==> src/hdl/net_pkg.sv <==
package net_pkg;

  // --------------------
  // Stream geometry
  // --------------------

  // Payload width of one beat
  localparam int data_bits = 64;

  // One enable bit per payload byte
  localparam int keep_bits = data_bits / 8;

  // Byte offset bits within a beat
  localparam int beat_log_bits = $clog2(keep_bits);

  // --------------------
  // Buffering
  // --------------------

  // Beats held per region before back-pressure
  localparam int data_fifo_depth = 16;

endpackage

==> src/hdl/tx_pkg.sv <==
package tx_pkg;

  // --------------------
  // Regions
  // --------------------

  // Number of user regions sharing the engine
  localparam int n_regions = 4;
  // Region index width
  localparam int region_bits = 2;

  // --------------------
  // Request sizing
  // --------------------

  // Byte length field
  localparam int len_bits = 16;
  // Session id field
  localparam int sid_bits = 16;
  // Beat count width, one extra bit for the rounded-up count
  localparam int beat_cnt_bits = len_bits - net_pkg::beat_log_bits + 1;
  // Requests in flight per ownership queue
  localparam int n_outstanding = 8;

  // One transmit request
  typedef struct packed {
    logic [sid_bits-1:0] sid;
    logic [len_bits-1:0] len;
  } tx_meta_t;

  // One transmit status returned by the engine
  typedef struct packed {
    logic [sid_bits-1:0] sid;
    logic [len_bits-1:0] len;
    logic                err;
  } tx_stat_t;

  // Payload multiplexer FSM
  typedef enum logic {
    mux_idle,
    mux_busy
  } mux_state_t;

endpackage

==> src/hdl/tx_ifs.sv <==
`timescale 1ns/1ps

// --------------------
// Ownership record
// --------------------

// Region and beat count of one forwarded request
interface seq_if;
  logic                             valid;
  logic                             ready;
  logic [tx_pkg::region_bits-1:0]   region;
  logic [tx_pkg::beat_cnt_bits-1:0] n_beats;

  // Record producer
  modport src (
    output valid,
    input  ready,
    output region,
    output n_beats
  );

  // Record consumer
  modport snk (
    input  valid,
    output ready,
    input  region,
    input  n_beats
  );
endinterface


==> src/hdl/tx_meta_arbiter.sv <==
`timescale 1ns/1ps

module tx_meta_arbiter (
  input  logic                             aclk,
  input  logic                             aresetn,
  input  logic [tx_pkg::n_regions-1:0]     s_meta_valid,
  output logic [tx_pkg::n_regions-1:0]     s_meta_ready,
  input  tx_pkg::tx_meta_t                 s_meta_data [tx_pkg::n_regions],
  output logic                             m_meta_valid,
  input  logic                             m_meta_ready,
  output tx_pkg::tx_meta_t                 m_meta_data,
  seq_if.src                               seq,
  output logic                             own_valid,
  input  logic                             own_ready,
  output logic [tx_pkg::region_bits-1:0]   own_region
);

  logic [tx_pkg::region_bits-1:0]   rr_ptr;
  logic [tx_pkg::region_bits-1:0]   grant_idx;
  logic [tx_pkg::region_bits-1:0]   scan_idx;
  logic                             grant_found;
  logic                             sinks_ready;
  logic                             accept;
  logic [tx_pkg::len_bits-1:0]      win_len;
  logic [tx_pkg::beat_cnt_bits-1:0] full_beats;
  logic                             partial_beat;

  // --------------------
  // Round-robin grant
  // --------------------

  // Scan from pointer, first requester wins
  always_comb begin
    grant_found = 1'b0;
    grant_idx   = rr_ptr;
    scan_idx    = rr_ptr;
    for (int k = 0; k < tx_pkg::n_regions; k++) begin
      scan_idx = rr_ptr + k[tx_pkg::region_bits-1:0];
      if (!grant_found && s_meta_valid[scan_idx]) begin
        grant_found = 1'b1;
        grant_idx   = scan_idx;
      end
    end
  end

  // Engine and both ownership queues must take it together
  assign sinks_ready = m_meta_ready & seq.ready & own_ready;
  assign accept      = grant_found & sinks_ready;

  // Only the winner sees ready
  always_comb begin
    s_meta_ready = '0;
    if (accept) begin
      s_meta_ready[grant_idx] = 1'b1;
    end
  end

  // Pointer moves past the winner
  always_ff @(posedge aclk or negedge aresetn) begin
    if (!aresetn) begin
      rr_ptr <= '0;
    end else if (accept) begin
      rr_ptr <= grant_idx + 1'b1;
    end
  end

  // --------------------
  // Forward and record
  // --------------------

  assign m_meta_valid = accept;
  assign m_meta_data  = s_meta_data[grant_idx];

  // Beats = ceil(len / 8), zero length not expected
  assign win_len      = m_meta_data.len;
  assign full_beats   = {1'b0, win_len[tx_pkg::len_bits-1:net_pkg::beat_log_bits]};
  assign partial_beat = |win_len[net_pkg::beat_log_bits-1:0];

  // Record for the payload mux
  assign seq.valid   = accept;
  assign seq.region  = grant_idx;
  assign seq.n_beats = full_beats + {{(tx_pkg::beat_cnt_bits-1){1'b0}}, partial_beat};

  // Record for the status router
  assign own_valid  = accept;
  assign own_region = grant_idx;

endmodule

==> src/flat_wrapper.sv <==
// flat-port wrapper written by rule: the top's interface ports become plain ports
module tx_meta_arbiter_flat 
  (aclk, aresetn, s_meta_valid, s_meta_ready, s_meta_data, m_meta_valid, m_meta_ready, m_meta_data, own_valid, own_ready, own_region, seq_valid, seq_ready, seq_region, seq_n_beats);
  seq_if seq_i ();
  input  logic aclk;
  input  logic aresetn;
  input  logic [tx_pkg::n_regions-1:0] s_meta_valid;
  output logic [tx_pkg::n_regions-1:0] s_meta_ready;
  input  tx_pkg::tx_meta_t s_meta_data[tx_pkg::n_regions];
  output logic m_meta_valid;
  input  logic m_meta_ready;
  output tx_pkg::tx_meta_t m_meta_data;
  output logic own_valid;
  input  logic own_ready;
  output logic [tx_pkg::region_bits-1:0] own_region;
  output wire logic [$bits(seq_i.valid)-1:0] seq_valid;
  input wire logic [$bits(seq_i.ready)-1:0] seq_ready;
  output wire logic [$bits(seq_i.region)-1:0] seq_region;
  output wire logic [$bits(seq_i.n_beats)-1:0] seq_n_beats;
  assign seq_valid = seq_i.valid;
  assign seq_i.ready = seq_ready;
  assign seq_region = seq_i.region;
  assign seq_n_beats = seq_i.n_beats;
  tx_meta_arbiter u_core (.aclk(aclk), .aresetn(aresetn), .s_meta_valid(s_meta_valid), .s_meta_ready(s_meta_ready), .s_meta_data(s_meta_data), .m_meta_valid(m_meta_valid), .m_meta_ready(m_meta_ready), .m_meta_data(m_meta_data), .seq(seq_i), .own_valid(own_valid), .own_ready(own_ready), .own_region(own_region));
endmodule
==> config.mk <==
export PLATFORM = sky130hd
export DESIGN_NAME = tx_meta_arbiter_flat
export DESIGN_NICKNAME = d
export VERILOG_FILES = /design/src/hdl/net_pkg.sv /design/src/hdl/tx_pkg.sv /design/src/hdl/tx_ifs.sv /design/src/hdl/tx_meta_arbiter.sv /design/src/flat_wrapper.sv
export SDC_FILE = /design/constraint.sdc
export NUM_CORES = 1
export LEC_CHECK = 0
export BUFFER_PORTS_ARGS = -buffer_cell sky130_fd_sc_hd__buf_2
export CORE_MARGIN = 3
export CORE_UTILIZATION = 24
export CTS_BUF_LIST = sky130_fd_sc_hd__clkbuf_4
export DETAILED_ROUTE_END_ITERATION = 6
export GPL_TIMING_DRIVEN = 0
export PLACE_DENSITY = 0.73
export SYNTH_ARGS = -nofsm -noshare
export SYNTH_HDL_FRONTEND = slang
export SYNTH_SLANG_ARGS = --single-unit
==> constraint.sdc <==
create_clock -name aclk -period 8.18 [get_ports aclk]
set_clock_uncertainty 0.15 [all_clocks]
set_input_delay 0.409 -clock aclk [delete_from_list [all_inputs] [get_ports aclk]]
set_output_delay 0.409 -clock aclk [all_outputs]
set_load 0.01 [all_outputs]
Word-level counts from Yosys, hierarchy flattened
Index checks and enable logic that the tools add are counted.
{ "word_totals": {"latchBits": 0, "mem_bits_rw": 0, "mem_count": 0, "in_bits": 137, "output_inout_bits": 57, "rom_bits": 0, "wordCells": 46, "ff_bits": 2} }
{ "classes": {"mul": 0, "bitwise": 4, "add_sub_neg": 5, "order_cmp": 7, "eq_ne": 0, "shift": 0, "muxes": 21, "reduce_logical": 8, "div": 0} }
{ "op_table": {"columns": ["cell", "n"], "rows": [
  ["$bmux W32 S2", 1],
  ["$mux W32", 2],
  ["$lt A2 B3 Y1 const B", 5],
  ["$add A13 B1 Y14", 1],
  ["$mux W1", 9],
  ["$bmux W1 S2", 4],
  ["$mux W2", 3],
  ["$add A2 B1 Y2 const B", 2],
  ["$add A2 B2 Y2 const B", 2],
  ["$logic_and A1 B1 Y1", 4],
  ["$mux W4", 1],
  ["$and A1 B1 Y1", 3],
  ["$ge A3 B3 Y1 const B", 1],
  ["$logic_not A1 Y1", 3],
  ["$not A2 Y3", 1],
  ["$reduce_or A3 Y1", 1],
  ["$demux W1 S2", 1],
  ["$ge A2 B1 Y1 const B", 1]
]} }

Depth between registers and ports, before layout
{ "logic_depth": {"ltp_word": 18, "mapped_depth": 17, "depth_no_buf": 13} }

Least setup slack after synthesis
OpenSTA, ideal clock, no wires.
{ "synth_timing": {"path_type": "in2out", "from": "input port s_meta_valid[2] in the netlist's numbering", "to": "output port seq_n_beats[10]", "path_slack_ns": 4.342, "path_buffers": 5, "t_arrival_ns": 3.279, "required_time_ns": 7.621, "stages": 16, "path_cell_list": "nor3b_1 > a2111oi_0 > nor2_1 > inv_2 > buf_6 > buf_4 > buf_2 > buf_1 > nand2_1 > a31oi_1 > ha_1 > ha_1 > and3_1 > buf_2 > nand4_1 > xnor2_1"} }
{ "synth_rtl": {"columns": ["element", "line", "source"], "rows": [
  ["from (decl)", "flat_wrapper.sv:7", "input logic [tx_pkg::n_regions-1:0] s_meta_valid;"],
  ["to (decl)", "flat_wrapper.sv:19", "output wire logic [$bits(seq_i.n_beats)-1:0] seq_n_beats;"]
]} }

Worst setup path in the final report
{ "layout_timing": {"from": "register u_core.rr_ptr[1] in the netlist's numbering", "to": "output port seq_n_beats[12]"} }
{ "layout_between": {"elab_chain_len": 18} }
{ "layout_rtl": {"columns": ["element", "line", "source"], "rows": [
  ["from (decl)", "tx_meta_arbiter.sv:18", "logic [tx_pkg::region_bits-1:0] rr_ptr;"],
  ["from (signal assigned)", "tx_meta_arbiter.sv:63", "rr_ptr <= grant_idx + 1'b1;"],
  ["branches (longest 11 deep; another with $add A2 B1 Y2)", null, null],
  ["$mux W2 (*)", "tx_meta_arbiter.sv:39", "if (!grant_found && s_meta_valid[scan_idx]) begin"],
  ["$not A2 Y3 (not written as such) (*)", "tx_meta_arbiter.sv:72", "assign m_meta_data = s_meta_data[grant_idx];"],
  ["$bmux W32 S2 (*)", "tx_meta_arbiter.sv:72", null],
  ["$mux W32 (not written as such) (*) (2 in a row)", "tx_meta_arbiter.sv:72", null],
  ["$reduce_or A3 Y1", "tx_meta_arbiter.sv:77", "assign partial_beat = |win_len[net_pkg::beat_log_bits-1:0];"],
  ["$add A13 B1 Y14 (*)", "tx_meta_arbiter.sv:82", "assign seq.n_beats = full_beats + {{(tx_pkg::beat_cnt_bits-1){1'b0}}, partial_beat};"]
]} }
Mark *: on every way between the ends. The select of a mux whose other input is x is not followed.

==> results.yml <==
routing:
  antenna_left: 0
  routed_wl_um: 7166
  initialDrtViolationCount: 60
  drt_pass1_iterations: 4
  vias_per_cell: 4.770
  vias: 2590
  drc: 0
  post_drt_wl_per_cell_um: 13.20
cells_and_area:
  largest_reg_flops: 2
  num-fill-cells: 669
  drive_gt1_share_pct: 46.58
  final_nets: 613
  largest_register: "u_core.rr_ptr"
  reg_top3: "u_core.rr_ptr: 2 flops"
  area_growth_pct: 71.44
  diodes: 0
  design_area_sq_um: 2621
min_path:
  hold_class: "in2async"
setup_path:
  cp_data_required_time_ps: 7620
  end_kind: "primary output"
  path_class: "reg2out"
  crit_path_start: "u_core.rr_ptr[1]"
  startpoint_type: "register"
  cp_max_fo: 10
  reg2reg_from: "u_core.rr_ptr[1]"
  critPathArrivalTime_ps: 3910
cts:
  clockRootBuffer: "clkbuf_4"
  max-clock-path-buffers: 2
  path_clk_slew_ps: 30
  cts_tree: "built"
  cts_resized: 0
  htree_levels: 1
  cts.sinks: 2
  numCtsBuffers: 3
  clock_latency_ps: 230
yosys:
  synth_most_common_cell: "nand2_1"
  postSynth.asyncResetShare_pct: 100.0
  synth_warnings: 0
  synth_area_sq_um: 1529
  yosysSeqAreaShare_pct: 3.273
  syn_area_per_cell_sq_um: 5.642
  synthDistinctLibCells: 35
  synth-edff-count: 0
  syn_nets: 414
  ys_ff_latch: 2
  synth_top_area_share_pct: 27.00
  synth_common_cells: "nand2_1, and3_1, a31oi_1"
  ys.flop_type: "dfrtp_1"
  yosysTopAreaCell: "nand2_1"
  synth.area.top_cells: "nand2_1, and3_1, a31oi_1"
  syn_inst: 271
flow_run:
  cap_violations: 0
place:
  gp_congestion: 0.8547
  hpwl_um: 6079
  preCtsSetupSlack_ps: 3804
  io_buffers: 193
  place_area_sq_um: 2589
global_routing:
  grt_pass1_wl_um: 11180
  grt_max_degree: 14
  first_global_vias: 2472
  overflow: 0
  grt_use_total_pct: 18.22
  antenna_found_initial: 0
sta:
  timing.final.ws_setup_ps: 3716
  maxSlewViolCount: 0
  relSlewSlack_pct: 61.34
  holdWs_ps: 351.6
  min_period_ps: 4464
  period_share_pct: 54.57
  finalSetupViolations: 0
  max_freq_ghz: 0.2240
  tightest_slew_ps: 580.0
  finalHoldViolCount: 0
  rsz0062_at_grt: "false"
  timing.setup.tns_ps: 0
power:
  peakVddDrop_mv: 0.1667
  p_leak_nw: 1.532
  powerDensity_nw_per_um2: 270.2
  p_total_mw: 0.7083
die:
  pin_count: 194
  die_h_um: 85.82
  fp.dieW_um: 85.82
  start_util_pct: 25.23
  rows: 28
  die-area_sq_um: 7364
  core_area_sq_um: 6061
run_status:
  status: "finished, final reports clean"
-- critical path: stages (launching register included) --
cell and delay (ps):
dfrtp_1 430, nor3b_1 190, a2111oi_0 90, nor2_1 210
buf_4 240, buf_2 230, buf_2 250, buf_1 390
nand2_1 120, and3_1 180, a31oi_1 180, ha_1 230
ha_1 190, and3_1 150, buf_2 160, nand4_1 120
xnor2_1 160, buf_2 150
-- layer usage --
layer	vias up	share of wire, %	track usage (%)	wire length [um]
met5	-	0	0	0
met1	1129	39	20.76	2787
met2	133	50	34.46	3597
met3	10	9.2	2.978	657
li1	1318	-	-	-
met4	0	1.7	5.324	124
-- worst paths after layout --
kind	endpoint	slack (ps)	cells after the start
max	seq_n_beats[12]	3720	17
min	u_core.rr_ptr[0]	350	2
max reg2reg	u_core.rr_ptr[1]	5170	9
min reg2reg	u_core.rr_ptr[0]	470	2
max in group asynchronous	u_core.rr_ptr[1]	7430	2
min in group aclk	u_core.rr_ptr[0]	470	2
-- placed cells by master (no fill, tap or decap), drive strengths merged --
| cell type | instances |
|---|---|
| ha | 6 |
| o21ai | 2 |
| nand3 | 6 |
| and3 | 23 |
| nor2b | 2 |
| a31oi | 21 |
| mux2 | 3 |
| xor2 | 1 |
| nand4 | 4 |
| or3 | 1 |
| mux2i | 8 |
| a32o | 4 |
| nand2 | 110 |
| buf | 210 |
| dlygate4sd3 | 1 |
| nand2b | 1 |
| a21oi | 10 |
| inv | 10 |
| clkbuf | 10 |
| nor4 | 2 |
| o22ai | 1 |
| xnor2 | 10 |
| a2111oi | 2 |
| nor2 | 9 |
| o211ai | 1 |
| nor3b | 1 |
| a32oi | 2 |
| dfrtp | 2 |
| and2 | 4 |
| and4 | 1 |
-- through the flow --
step,utilization (%),cells
after CTS,43.25,543
after floorplan,-,271
after detailed placement,42.71,539
final,43.25,543
after global placement,42.71,539
after global routing,43.25,543
-- power by group --
group	internal, mW	switching [mW]
Clock	0.0162	0.00596
Combinational	0.274	0.392
Sequential	0.0140	0.00610
-- layout make-up --
cell class              count  area, sq um  share of cell area, %
plain buffers              24        130.1                  4.964
clock buffers               3        22.52                 0.8592
inverters                  10        37.54                  1.432
multi-input cells         235         1311                  50.02
flip-flops and latches      2        50.05                  1.909
well taps                  75        93.84                  3.580
repair buffers            194        975.9                  37.23
-- logic make-up (layout without fill, tap and decap cells) --
logic type	after synthesis	in the layout	synth area share, %
buffers and inverters	34	231	10.97
adders and majority gates	6	6	4.910
DFF	2	2	3.273
AOI/OAI and AO/OA	43	43	18.74
xor gates and xnor gates	11	11	6.301
and+or+nand+nor	164	164	48.36
muxes	11	11	7.447
-- repair_timing --
action	CTS	global route
hold endpoints to repair	2	0
hold buffers	1	0
setup buffers	0	0
No activity file was read; power rests on OpenSTA's default activity.
