--- src/hdl/net_pkg.sv ---
package net_pkg;

  // --------------------
  // Stream geometry
  // --------------------

  // Payload width of one beat
  localparam int data_bits = 64;

  // One enable bit per payload byte
  localparam int keep_bits = data_bits / 8;

  // Byte offset bits within a beat
  localparam int beat_log_bits = $clog2(keep_bits);

  // --------------------
  // Buffering
  // --------------------

  // Beats held per region before back-pressure
  localparam int data_fifo_depth = 16;

endpackage

--- src/hdl/tx_pkg.sv ---
package tx_pkg;

  // --------------------
  // Regions
  // --------------------

  // Number of user regions sharing the engine
  localparam int n_regions = 4;
  // Region index width
  localparam int region_bits = 2;

  // --------------------
  // Request sizing
  // --------------------

  // Byte length field
  localparam int len_bits = 16;
  // Session id field
  localparam int sid_bits = 16;
  // Beat count width, one extra bit for the rounded-up count
  localparam int beat_cnt_bits = len_bits - net_pkg::beat_log_bits + 1;
  // Requests in flight per ownership queue
  localparam int n_outstanding = 8;

  // One transmit request
  typedef struct packed {
    logic [sid_bits-1:0] sid;
    logic [len_bits-1:0] len;
  } tx_meta_t;

  // One transmit status returned by the engine
  typedef struct packed {
    logic [sid_bits-1:0] sid;
    logic [len_bits-1:0] len;
    logic                err;
  } tx_stat_t;

  // Payload multiplexer FSM
  typedef enum logic {
    mux_idle,
    mux_busy
  } mux_state_t;

endpackage

--- src/hdl/sync_queue.sv ---
`timescale 1ns/1ps

module sync_queue #(
  parameter int width = 8,
  parameter int depth = 8
) (
  input  logic             aclk,
  input  logic             aresetn,
  input  logic             val_snk,
  output logic             rdy_snk,
  input  logic [width-1:0] data_snk,
  output logic             val_src,
  input  logic             rdy_src,
  output logic [width-1:0] data_src
);

  localparam int ptr_bits = (depth > 1) ? $clog2(depth) : 1;
  localparam int cnt_bits = $clog2(depth + 1);

  logic [width-1:0]    mem [depth];
  logic [ptr_bits-1:0] wr_ptr;
  logic [ptr_bits-1:0] rd_ptr;
  logic [cnt_bits-1:0] count;
  logic                push;
  logic                pop;

  // Wrap at depth, works for any depth
  function automatic logic [ptr_bits-1:0] next_ptr(input logic [ptr_bits-1:0] ptr);
    if (ptr == ptr_bits'(depth - 1)) begin
      return '0;
    end
    return ptr + 1'b1;
  endfunction

  // Flags from occupancy
  assign rdy_snk = (count != cnt_bits'(depth));
  assign val_src = (count != '0);
  assign push    = val_snk & rdy_snk;
  assign pop     = val_src & rdy_src;

  // Head shown without a register stage
  assign data_src = mem[rd_ptr];

  always_ff @(posedge aclk) begin
    if (push) begin
      mem[wr_ptr] <= data_snk;
    end
  end

  always_ff @(posedge aclk or negedge aresetn) begin
    if (!aresetn) begin
      wr_ptr <= '0;
      rd_ptr <= '0;
      count  <= '0;
    end else begin
      if (push) begin
        wr_ptr <= next_ptr(wr_ptr);
      end
      if (pop) begin
        rd_ptr <= next_ptr(rd_ptr);
      end
      // Simultaneous push and pop keeps count
      if (push && !pop) begin
        count <= count + 1'b1;
      end else if (pop && !push) begin
        count <= count - 1'b1;
      end
    end
  end

endmodule

--- src/hdl/tx_stat_router.sv ---
`timescale 1ns/1ps

module tx_stat_router (
  input  logic                            aclk,
  input  logic                            aresetn,
  input  logic                            own_valid,
  output logic                            own_ready,
  input  logic [tx_pkg::region_bits-1:0]  own_region,
  input  logic                            s_stat_valid,
  output logic                            s_stat_ready,
  input  tx_pkg::tx_stat_t                s_stat_data,
  output logic [tx_pkg::n_regions-1:0]    m_stat_valid,
  input  logic [tx_pkg::n_regions-1:0]    m_stat_ready,
  output tx_pkg::tx_stat_t                m_stat_data
);

  logic                           head_valid;
  logic                           head_pop;
  logic [tx_pkg::region_bits-1:0] head_region;

  // Owners kept in request order
  sync_queue #(
    .width(tx_pkg::region_bits),
    .depth(tx_pkg::n_outstanding)
  ) u_own_queue (
    .aclk     (aclk),
    .aresetn  (aresetn),
    .val_snk  (own_valid),
    .rdy_snk  (own_ready),
    .data_snk (own_region),
    .val_src  (head_valid),
    .rdy_src  (head_pop),
    .data_src (head_region)
  );

  // Valid only toward the head owner
  for (genvar i = 0; i < tx_pkg::n_regions; i++) begin : g_route
    assign m_stat_valid[i] = s_stat_valid && head_valid && (head_region == i);
  end

  // Status shared by all regions
  assign m_stat_data = s_stat_data;

  // Held low with no owner on record
  assign s_stat_ready = head_valid & m_stat_ready[head_region];
  assign head_pop     = s_stat_valid & s_stat_ready;

endmodule

--- config.mk ---
export PLATFORM = sky130hd
export DESIGN_NAME = tx_stat_router
export DESIGN_NICKNAME = d
export VERILOG_FILES = /design/src/hdl/net_pkg.sv /design/src/hdl/tx_pkg.sv /design/src/hdl/sync_queue.sv /design/src/hdl/tx_stat_router.sv
export SDC_FILE = /design/constraint.sdc
export NUM_CORES = 1
export LEC_CHECK = 0
export BUFFER_PORTS_ARGS = -buffer_cell sky130_fd_sc_hd__buf_4
export CAP_MARGIN = 25
export CORE_MARGIN = 2
export CORE_UTILIZATION = 49
export DETAILED_ROUTE_END_ITERATION = 12
export GPL_TIMING_DRIVEN = 0
export HOLD_SLACK_MARGIN = 0.08
export PLACE_DENSITY = 0.93
export SKIP_LAST_GASP = 1
export SLEW_MARGIN = 5
export SYNTH_ARGS = -nofsm -noshare
export SYNTH_HDL_FRONTEND = slang
export SYNTH_HIERARCHICAL = 1
export SYNTH_SLANG_ARGS = --single-unit
--- constraint.sdc ---
create_clock -name aclk -period 10.62 [get_ports aclk]
set_clock_uncertainty 0.1 [all_clocks]
set_input_delay 0 -clock aclk [delete_from_list [all_inputs] [get_ports aclk]]
set_output_delay 0 -clock aclk [all_outputs]
set_load 0.005 [all_outputs]
* After elaboration in Yosys (flattened, before gate mapping)
Memories as Yosys holds them, arrays and structs flattened.
Index checks and enable logic that the tools add are counted.
W data, S select, Z words.
** Operators by class
- Add/subtract/negate cells :: 4
- Order comparisons :: 1
- Equal/unequal tests :: 6
- Mux-type cells :: 14
- Bitwise gates (word level) :: 4
- Reductions and logical operators :: 12
** Operators with widths (count)
- $mux W3 :: 4
- $mux W4 :: 2
- $logic_and A1 B1 Y1 :: 7
- $mux W1 :: 7
- $add A3 B1 Y3 const B :: 2
- $eq A3 B3 Y1 const B :: 2
- $add A4 B1 Y4 const B :: 1
- $and A1 B1 Y1 :: 4
- $eq A2 B2 Y1 const B :: 2
- $ne A4 B4 Y1 const B :: 1
- $reduce_bool A4 Y1 :: 1
- $sub A4 B1 Y4 const B :: 1
- $lt A2 B3 Y1 const B :: 1
- $bmux W1 S2 :: 1
- $eq A2 B1 Y1 const B :: 1
- $logic_not A1 Y1 :: 2
- $logic_not A2 Y1 :: 1
- $reduce_bool A2 Y1 :: 1
** Word-level totals
- Register bits :: 10
- RAM bits :: 16
- Output and inout bits :: 39
- Logic and storage cells :: 45
- Memories :: 1
** Memory list
- u_own_queue.mem :: words 8, width 2, rd ports 1, clocked after Yosys merged registers in 0, write ports 1, RTL line sync_queue.sv:20 : logic [width-1:0] mem [depth];

* Longest topological paths before layout
Gate-level depths: netlist of run 1.
An unclocked memory read counts as a cell.
- Depth in word-level cells :: 9
- Mapped depth :: 12
- Mapped depth without buffers :: 11

* Modules after synthesis
Netlist of run 1, hierarchy kept.
** By module, submodules not included
- sync_queue :: instances 1, cells an instance 87, area each 1298.7 um^2, seq. area each 730.7 um^2
- tx_stat_router :: instances 1, cells an instance 41, area each 315.3 um^2, seq. area each 0.0 um^2

* Worst setup path before layout of run 1
Ideal clock, no wire load.
- Path type :: reg2reg
- Start point :: register u_own_queue.rd_ptr[0]
- End point :: register u_own_queue.count[3]
- Data arrival time :: 3294 ps
- Data required time :: 10389 ps
- Slack :: 7095 ps
- Cell stages (with the launch flop) :: 13
- Buffers on the path :: 1
- Period minus slack after synthesis :: 3525 ps
- Cells stage by stage :: dfrtp_1 buf_2 mux4_2 mux2_2 mux4_2 nor2b_1 nand2_4 ha_1 inv_1 ha_1 or4_1 o211ai_1 o211ai_1
** Between the ends
- Word-level cells in the longest chain between the ends :: 9
** Ends and longest elaborated chain
- start: declaration :: RTL line sync_queue.sv:22 : logic [ptr_bits-1:0] rd_ptr;
- start signal: assignment :: RTL line sync_queue.sv:60 : rd_ptr <= next_ptr(rd_ptr);
- $mem_v2 Z8 W2 *
- via head_region (one bit) :: RTL line tx_stat_router.sv:19 : logic [tx_pkg::region_bits-1:0] head_region;
- $bmux W1 S2 * :: RTL line tx_stat_router.sv:45 : assign s_stat_ready = head_valid & m_stat_ready[head_region];
- $mux W1 (not written as such) * :: RTL line tx_stat_router.sv:45
- $and A1 B1 Y1 * :: RTL line tx_stat_router.sv:45
- $and A1 B1 Y1 * :: RTL line tx_stat_router.sv:46 : assign head_pop = s_stat_valid & s_stat_ready;
- via head_pop :: RTL line tx_stat_router.sv:18 : logic head_pop;
- $and A1 B1 Y1 * :: RTL line sync_queue.sv:39 : assign pop = val_src & rdy_src;
- $logic_not A1 Y1 :: RTL line sync_queue.sv:63 : if (push && !pop) begin
- $logic_and A1 B1 Y1 :: RTL line sync_queue.sv:63
- $mux W4 or $reduce_bool A2 Y1 (tied branches)
- end signal: assignment :: RTL line sync_queue.sv:64 : count <= count + 1'b1;
- end signal: assignment :: RTL line sync_queue.sv:66 : count <= count - 1'b1;
- end: declaration :: RTL line sync_queue.sv:23 : logic [cnt_bits-1:0] count;
The timed path passes the listed nets; every way through them passes the cells marked *. The select of a mux whose other input is x is not followed.
A chain may end at the register's enable or synchronous reset.

* Final worst setup path of run 1
Ends and elaborated chain as after synthesis.

==> out/results.tsv, run 1 <==
metric	value	unit
Synthesized Nets	179	
Inserted Diodes	0	
kind of critical path	register to register	
Synth area leaders	edfxtp_1 30%, dfrtp_1 16%, buf_4 15%, mux4_2 7.0%, ha_1 5.4%	
Fin Setup TNS	0	ns
Vias	1274	
Initial Util	52.0	%
CTS clk-pin slew, worst paths	0.12	ns
Root Buffer	clkbuf_4	
mux cell area share after synthesis	14.6	%
CTS Sinks	26	
Post-synth EDFFs	16	
CP required	10.72	ns
vias in the first global route	1350	
# setup viols final	0	
share of the synthesized area in the top cell type	29.8	%
minimum clock period	3.85	ns
total power	0.473	mW
Core ar.	0.00310	mm²
io pins	82	
number of H-tree levels	1	
critical path startpoint category	register	
Synth Area in Adders	6.67	%
VDD IR max	0.124	mV
DRC violations left	0	
clock buffer depth	2	
DRT Wirelength	3760	µm
ANT nets after route	0	
Setup crit end kind	register	
Finished Core Util	78.5	%
synth unique cells	35	
Hold WS	0.174	ns
# nets final	270	
CTS tree	yes	
Synth Area in Compound Gates	2.56	%
Pre-Repair DR Iteration Count	7	
row cnt	20	
flip-flop and latch count after synthesis	26	
Final Hold Violating Endpoints	0	
Gate Count Post-Synth	128	
Post-synth top cells	33 x buf_4, 16 x edfxtp_1, 10 x dfrtp_1, 7 x ha_1, 6 x nor3_1	
HPWL after DPL	2680	µm
first-pass GRT wire length	5690	µm
fill count	198	
total die area	0.00377	mm²
initial antenna violation count	0	
Syn. warnings	6	
Main synth FF type	edfxtp_1	
Synth Area in Simple Gates	13.5	%
largest family of logic cells by synthesized area	buffers and inverters	
Pwr Density	194	mW/mm²
routability cong.	0.812	
initial detailed-routing violation count	27	
status	completed	
RSZ-0062 raised after global routing	false	
largest net degree at the start of global routing	15	
Avg Synthesized Cell Area	12.6	µm²
Die W	61.4	µm
Arr. time, crit path	3.95	ns
Hold-fix buffers, CTS	38	
Vert. Die Dim	61.4	µm
share of post-route cells with drive strength above 1	46.8	%
Fmax	0.260	GHz
crit path cell chain	buf_2, mux4_2, mux2_2, mux4_2, nor2b_1, nand2_4, ha_1, inv_1, ha_1, or4_1, o211ai_1, o211ai_1	
postcts setup bufs	0	
Slew Limit Fails	0	
Post-Syn Area	0.00161	mm²
leakage	1.07	nW
Slew headroom	57.4	%
most numerous cell in the Yosys netlist	buf_4	
Avg WL per Cell	14.3	µm
DR vias/cell	4.86	
slowest stage cell, crit path	or4_1	
Clock Latency Late Sink	0.31	ns
sequential area share after synthesis	45.3	%
Post-CTS Resized	0	
Synth Area in XOR/XNOR	1.09	%
Slew @ Worst Pin	0.633	ns
largest stage delay on the critical path	0.52	ns
Max-Cap Viols	0	
post-synth top area cell	edfxtp_1	
async set-reset flop share out of synthesis	38.5	%
P&R area growth vs syn	50.9	%
GRT Overall Usage	20.7	%
Crit Path Max Fanout	6	
Num CTS Buffers	3	
total grt overflow	0	
fin crit share	36.3	%
I/O Buffers	48	
class of the worst hold path	input pin to register	
## kinds of logic after synthesis
logic type / after synthesis
compound gates: 6
flops: 26
fa+ha+maj: 8
mux: 15
xor+xnor: 2
buf+inv: 37
simple gates: 34
## critical path, delay by kind of cell, from the launching register on
kind	cells	cell delay [ns]
simple gates	3	0.78
buf+inv	2	0.35
fa+ha+maj	2	0.62
compound gates	2	0.20
mux	3	1.29
flops	1	0.38
## registers in the layout (all words and copies together), names as in the netlist
register / count
u_own_queue/count: 4
u_own_queue/wr_ptr: 3
u_own_queue/rd_ptr: 3
u_own_queue/mem: 16
## layout make-up
type	instances	area (µm²)	share of cell area, %
buffer	35	256	10.5
clock buffer	3	22.5	0.924
clock inverter	1	3.75	0.154
inverter	2	7.51	0.308
multi-input combinational	65	619	25.4
sequential	26	731	30.0
tap	44	55.1	2.26
timing repair buffer	86	741	30.4
## metal layers
metal  global-route usage [%]  share of wire, %  vias to the layer above
li1                         -                 -                      611
met1                     22.8                36                      595
met2                     41.5                57                       62
met3                     2.10               5.4                        6
met4                     6.08               1.6                        0
met5                        0                 0                        -
## cell usage in the layout (no fill, tap or decap), types with 3 or more instances in the layout
cell	n
mux2_2	5
mux4_2	5
dfrtp_1	10
buf_4	81
mux2_4	3
ha_1	7
nor3_1	6
clkbuf_4	3
edfxtp_1	16
dlygate4sd3_1	38
nand2_1	4
nand3_1	3
nor2_1	5
## stage by stage
| stage | cell area, µm² | instances | setup slack (ns) |
|---|---|---|---|
| after floorplan | 1610 | 128 | 7.10 |
| after global placement | 2030 | 220 | 6.96 |
| after detailed placement | 2030 | 220 | 6.80 |
| after CTS | 2440 | 262 | 6.78 |
| after global routing | 2440 | 262 | 6.59 |
| final | 2440 | 262 | 6.77 |
## report_power, final
group	internal [mW]	total (mW)	leakage [nW]	switching, mW
Clock	0.0137	0.0395	0.0154	0.0258
Combinational	0.149	0.262	0.792	0.113
Sequential	0.138	0.172	0.264	0.0335
## worst paths after layout
check	to	slack (ns)	cells after the start	start
max	u_own_queue/count[3]	6.77	12	u_own_queue/rd_ptr[0]
min	u_own_queue/rd_ptr[0]	0.17	5	s_stat_valid
max reg2reg	u_own_queue/count[3]	6.77	12	u_own_queue/rd_ptr[0]
min reg2reg	u_own_queue/count[2]	0.46	2	u_own_queue/count[2]
max in group asynchronous	u_own_queue/wr_ptr[2]	9.53	3	aresetn
min in group asynchronous	u_own_queue/rd_ptr[1]	0.59	3	aresetn
Note: power is estimated with default switching activity, not from simulation.
==> run 2: changes to the inputs <==
--- a/config.mk
+++ b/config.mk
@@ -8,11 +8,11 @@
 export BUFFER_PORTS_ARGS = -buffer_cell sky130_fd_sc_hd__buf_4
 export CAP_MARGIN = 25
 export CORE_MARGIN = 2
-export CORE_UTILIZATION = 49
+export CORE_UTILIZATION = 45
 export DETAILED_ROUTE_END_ITERATION = 12
 export GPL_TIMING_DRIVEN = 0
 export HOLD_SLACK_MARGIN = 0.08
-export PLACE_DENSITY = 0.93
+export PLACE_DENSITY = 0.87
 export SKIP_LAST_GASP = 1
 export SLEW_MARGIN = 5
 export SYNTH_ARGS = -nofsm -noshare
==> constraint.sdc (replaced) <==
create_clock -name aclk -period 3.96 [get_ports aclk]
set_clock_uncertainty 0.1 [all_clocks]
set_input_delay 0 -clock aclk [delete_from_list [all_inputs] [get_ports aclk]]
set_output_delay 0 -clock aclk [all_outputs]
set_load 0.005 [all_outputs]
==> run 2 against run 1 <==
Against the previous run: final area fell by 0.21%; wire length fell by 4.5%; core utilization fell by 6.8 points; critical endpoint unchanged; largest power group unchanged.
==> out/results.tsv, run 2 (synthesized netlist as in run 1, its figures left out) <==
metric	value	unit
RSZ-0062 raised after global routing	false	
Pwr Density	519	mW/mm²
Finished Cell Area	0.00243	mm²
P&R area growth vs syn	50.6	%
Core ar.	0.00339	mm²
Fin Setup TNS	0	ns
Slew Limit Fails	0	
hold path startpoint	s_stat_data[3]	
worst reg-to-reg path cell count	12	
Arr. time, crit path	3.88	ns
critical path startpoint category	register	
fin crit share	95.2	%
Initial Util	47.6	%
Vias	1285	
largest stage delay on the critical path	0.53	ns
Setup WS post-layout	0.190	ns
VDD IR max	0.198	mV
ANT nets after route	0	
postcts setup bufs	0	
Critical Path Start	u_own_queue/rd_ptr[0]	
Cell Area, Placed	0.00203	mm²
routability cong.	0.738	
R2R Path End	u_own_queue/count[3]	
number of H-tree levels	1	
Slew headroom	62.8	%
row cnt	21	
CTS Sinks	26	
Die W	63.9	µm
HPWL after DPL	2560	µm
slowest stage cell, crit path	mux4_2	
largest net degree at the start of global routing	15	
DRC violations left	0	
biggest regs	u_own_queue/mem x16, u_own_queue/count x4	
most frequent cells in the layout	81 x buf_4, 37 x dlygate4sd3_1, 16 x edfxtp_1, 10 x dfrtp_1	
leakage	1.07	nW
io pins	82	
Pre-Repair DR Iteration Count	4	
Clock Latency Late Sink	0.31	ns
CTS tree	yes	
GRT Overall Usage	18.7	%
Inserted Diodes	0	
pre-CTS setup slack	0.165	ns
R2R Setup Slk	0.19	ns
Num CTS Buffers	3	
reg2reg start	u_own_queue/rd_ptr[0]	
CTS clk-pin slew, worst paths	0.12	ns
minimum clock period	3.77	ns
share of post-route cells with drive strength above 1	47.5	%
DR vias/cell	4.89	
Final Hold Violating Endpoints	0	
# nets final	269	
initial detailed-routing violation count	44	
vias in the first global route	1380	
class of the worst hold path	input pin to primary output	
commonest non-fill, non-tap cell in the layout	buf_4	
status	completed	
I/O Buffers	48	
Vert. Die Dim	63.9	µm
Setup crit end kind	register	
Crit Path Max Fanout	6	
CP required	4.07	ns
DRT Wirelength	3590	µm
Worst Setup EP	u_own_queue/count[3]	
Fmax	0.265	GHz
crit path cell chain	buf_2, mux4_2, mux2_2, mux4_2, nor2b_1, nand2_4, ha_2, inv_1, ha_1, or4_1, o211ai_1, o211ai_1	
total die area	0.00408	mm²
Avg WL per Cell	13.6	µm
Slew @ Worst Pin	0.553	ns
max FFs per register	16	
kind of critical path	register to register	
# setup viols final	0	
total grt overflow	0	
initial antenna violation count	0	
Max-Cap Viols	0	
Biggest register	u_own_queue/mem	
Root Buffer	clkbuf_4	
clock buffer depth	2	
first-pass GRT wire length	6000	µm
==> run 2: cell count changes in the layout (fill, tap and decap cells not counted) <==
cell           previous run  this run
ha_1                      7         6
ha_2                      0         1
dlygate4sd3_1            38        37
==> run 2: power breakdown <==
part	internal, mW	switching, mW
logic	0.399	0.294
clock network	0.0369	0.0714
registers	0.370	0.0908
==> run 2: area by class of cell <==
class                           instances  area [µm²]
Sequential cell                        26         731
Timing Repair Buffer                   85         731
Clock buffer                            3        22.5
Inverter                                2        7.51
Fill cell                             226         958
Tap cell                               46        57.6
Buffer                                 35         256
Multi-Input combinational cell         65         622
Clock inverter                          1        3.75
==> run 2: per-layer routing <==
| layer | vias to the layer above | global-route usage, % | share of wire, % |
|---|---|---|---|
| met4 | 0 | 7.34 | 2.1 |
| li1 | 610 | - | - |
| met2 | 84 | 36.1 | 56 |
| met3 | 8 | 2.82 | 7.1 |
| met1 | 583 | 20.2 | 35 |
| met5 | - | 0 | 0 |
==> run 2: critical path, delay by kind of cell, from the launching register on <==
kind,cells,cell delay (ns)
buf+inv,2,0.33
flops,1,0.37
simple gates,3,0.78
fa+ha+maj,2,0.59
compound gates,2,0.20
mux,3,1.31
==> run 2: how the worst min path moves through the flow <==
stage                             to  slack (ns)  cells past startpoint
3_3_place_gp   u_own_queue/rd_ptr[2]       -0.27                      1
2_1_floorplan   u_own_queue/count[0]       -0.40                      0
5_1_grt               m_stat_data[3]        0.09                      2
3_5_place_dp   u_own_queue/rd_ptr[2]       -0.27                      1
6_report              m_stat_data[3]        0.08                      2
4_1_cts               m_stat_data[3]        0.08                      2
==> run 2: repair_timing <==
item / in CTS / in global routing
resized for setup: 0 / 1
setup endpoints to repair: 0 / 1
endpoints found under the hold margin: 69 / 0
hold buffers: 37 / 0
==> run 2: stage by stage <==
stage	total power [mW]	hold slack [ns]	util, %	instances
3_5_place_dp	1.13	-0.268	59.9	222
3_3_place_gp	1.07	-0.269	59.9	222
4_1_cts	1.26	0.0837	71.7	263
2_1_floorplan	0.932	-0.396	-	128
6_report	1.26	0.0804	71.7	263
5_1_grt	1.37	0.0864	71.7	263
==> run 3: changes to the inputs <==
--- a/config.mk
+++ b/config.mk
@@ -8,11 +8,12 @@
 export BUFFER_PORTS_ARGS = -buffer_cell sky130_fd_sc_hd__buf_4
 export CAP_MARGIN = 25
 export CORE_MARGIN = 2
-export CORE_UTILIZATION = 45
+export CORE_UTILIZATION = 47
+export CTS_BUF_LIST = sky130_fd_sc_hd__clkbuf_8
 export DETAILED_ROUTE_END_ITERATION = 12
 export GPL_TIMING_DRIVEN = 0
 export HOLD_SLACK_MARGIN = 0.08
-export PLACE_DENSITY = 0.87
+export PLACE_DENSITY = 0.9
 export SKIP_LAST_GASP = 1
 export SLEW_MARGIN = 5
 export SYNTH_ARGS = -nofsm -noshare
==> run 3 against run 2 <==
Against the previous run: non-clock buffer count up 1; clock power up 56%; core utilization grew 3.3 points; setup slack improved by 0.024 ns; die area shrank 4.0%; final area increased by 2.2%; global-route usage is 2.8 points higher; wire length is 11% higher; sequential power grew 1%; largest cell class unchanged; critical path type unchanged; sequential cell count is the same; combinational power grew 4.2%.
==> out/results.tsv, run 3 (synthesized netlist as in run 1, its figures left out) <==
metric	value	unit
# nets final	270	
worst reg-to-reg path cell count	12	
total power	1.36	mW
Arr. time, crit path	3.79	ns
Fin Setup TNS	0	ns
first-pass GRT wire length	6620	µm
Hold WS	0.217	ns
largest net degree at the start of global routing	15	
largest stage delay on the critical path	0.54	ns
Vias	1297	
Fmax	0.267	GHz
Avg WL per Cell	15.1	µm
Crit Path Max Fanout	6	
CTS clk-pin slew, worst paths	0.09	ns
Die W	62.6	µm
max FFs per register	16	
Slew Limit Fails	0	
GRT Overall Usage	21.5	%
hold path startpoint	s_stat_valid	
row cnt	21	
# setup viols final	0	
I/O Buffers	48	
Cell Area, Placed	0.00203	mm²
io pins	82	
leakage	1.08	nW
CTS tree	yes	
class of the worst hold path	input pin to register	
Core ar.	0.00331	mm²
Vert. Die Dim	62.6	µm
Inserted Diodes	0	
DR vias/cell	4.91	
Finished Cell Area	0.00248	mm²
biggest regs	u_own_queue/mem x16, u_own_queue/count x4	
number of H-tree levels	1	
Slew @ Worst Pin	0.573	ns
slowest stage cell, crit path	or4_1	
P&R area growth vs syn	54.0	%
R2R Path End	u_own_queue/count[3]	
commonest non-fill, non-tap cell in the layout	buf_4	
crit path cell chain	clkbuf_4, mux4_2, mux2_2, mux4_2, nor2b_1, nand2_4, ha_2, inv_1, ha_4, or4_1, o211ai_1, o211ai_1	
minimum clock period	3.75	ns
total grt overflow	0	
total die area	0.00392	mm²
HPWL after DPL	2650	µm
initial antenna violation count	0	
fin crit share	94.6	%
CTS Sinks	26	
hold depth	5	
Initial Util	48.8	%
most frequent cells in the layout	81 x buf_4, 38 x dlygate4sd3_1, 16 x edfxtp_1, 10 x dfrtp_1, 6 x nor3_1	
Pwr Density	546	mW/mm²
VDD IR max	0.247	mV
postcts setup bufs	0	
Setup crit end kind	register	
DRT Wirelength	3980	µm
Pre-Repair DR Iteration Count	6	
clock buffer depth	2	
ANT nets after route	0	
kind of critical path	register to register	
reg2reg start	u_own_queue/rd_ptr[0]	
share of post-route cells with drive strength above 1	48.2	%
Final Hold Violating Endpoints	0	
Max-Cap Viols	0	
Num CTS Buffers	3	
R2R Setup Slk	0.21	ns
Biggest register	u_own_queue/mem	
Slew headroom	61.5	%
hold path endpoint	u_own_queue/rd_ptr[2]	
initial detailed-routing violation count	44	
Finished Core Util	75.1	%
CP required	4.01	ns
routability cong.	0.800	
RSZ-0062 raised after global routing	false	
Clock Latency Late Sink	0.27	ns
critical path startpoint category	register	
vias in the first global route	1380	
status	completed	
DRC violations left	0	
Root Buffer	clkbuf_8	
==> run 3: changes by cell type in the layout (fill, tap and decap cells not counted), sizes merged <==
cell,delta
dlygate4sd3,+1
clkinv,-1
buf,-1
clkbuf,+2
==> run 3: worst max path at each step <==
stage | startpoint | to | slack, ns | cells past startpoint
after floorplan | u_own_queue/rd_ptr[0] | u_own_queue/count[3] | 0.44 | 12
after global placement | u_own_queue/rd_ptr[0] | u_own_queue/count[3] | 0.28 | 12
after detailed placement | u_own_queue/rd_ptr[0] | u_own_queue/count[3] | 0.07 | 12
after CTS | u_own_queue/rd_ptr[0] | u_own_queue/count[3] | 0.06 | 12
after global routing | u_own_queue/rd_ptr[0] | u_own_queue/count[3] | 0.06 | 12
final | u_own_queue/rd_ptr[0] | u_own_queue/count[3] | 0.21 | 12
==> run 3: per-stage QoR <==
step / setup WS, ns / std cells
3_5_place_dp: 0.0747 / 222
2_1_floorplan: 0.435 / 128
6_report: 0.214 / 264
3_3_place_gp: 0.279 / 222
4_1_cts: 0.0603 / 264
5_1_grt: 0.0630 / 264
==> run 3: worst max-delay path, delay by kind of cell (launching register included) <==
family / cells / cell delay [ns]
adder cells (fa/ha/maj): 2 / 0.48
buffers and inverters: 2 / 0.32
AND/OR/NAND/NOR: 3 / 0.80
multiplexers: 3 / 1.30
AO/OA/AOI/OAI: 2 / 0.26
flip-flops: 1 / 0.36
==> run 3: area by class of cell <==
class                           count  area (µm²)
Tap cell                           46        57.6
Sequential cell                    26         731
Multi-Input combinational cell     65         634
Inverter                            2        7.51
Buffer                             35         259
Timing Repair Buffer               86         741
Fill cell                         209         826
Clock buffer                        4        55.1
==> run 3: layer usage <==
layer  up-vias  GRT usage [%]  routed length [µm]
met5         -              0                   0
met4         0           5.83                  34
met3         4           5.23                 244
met2        63           41.3                2190
met1       616           23.4                1510
li1        614              -                   -
==> run 3: what timing repair did <==
item,4_1_cts,5_1_grt
endpoints found under the hold margin,62,0
hold buffers,38,0
resized for setup,0,3
endpoints found under the setup margin,0,1
==> run 3: power by group <==
part           leakage (nW)  total (mW)  internal, mW  switching [mW]
clock network        0.0288       0.169        0.0888          0.0798
registers             0.264       0.466         0.371          0.0948
logic                 0.792       0.722         0.414           0.308
total                  1.08        1.36         0.874           0.483
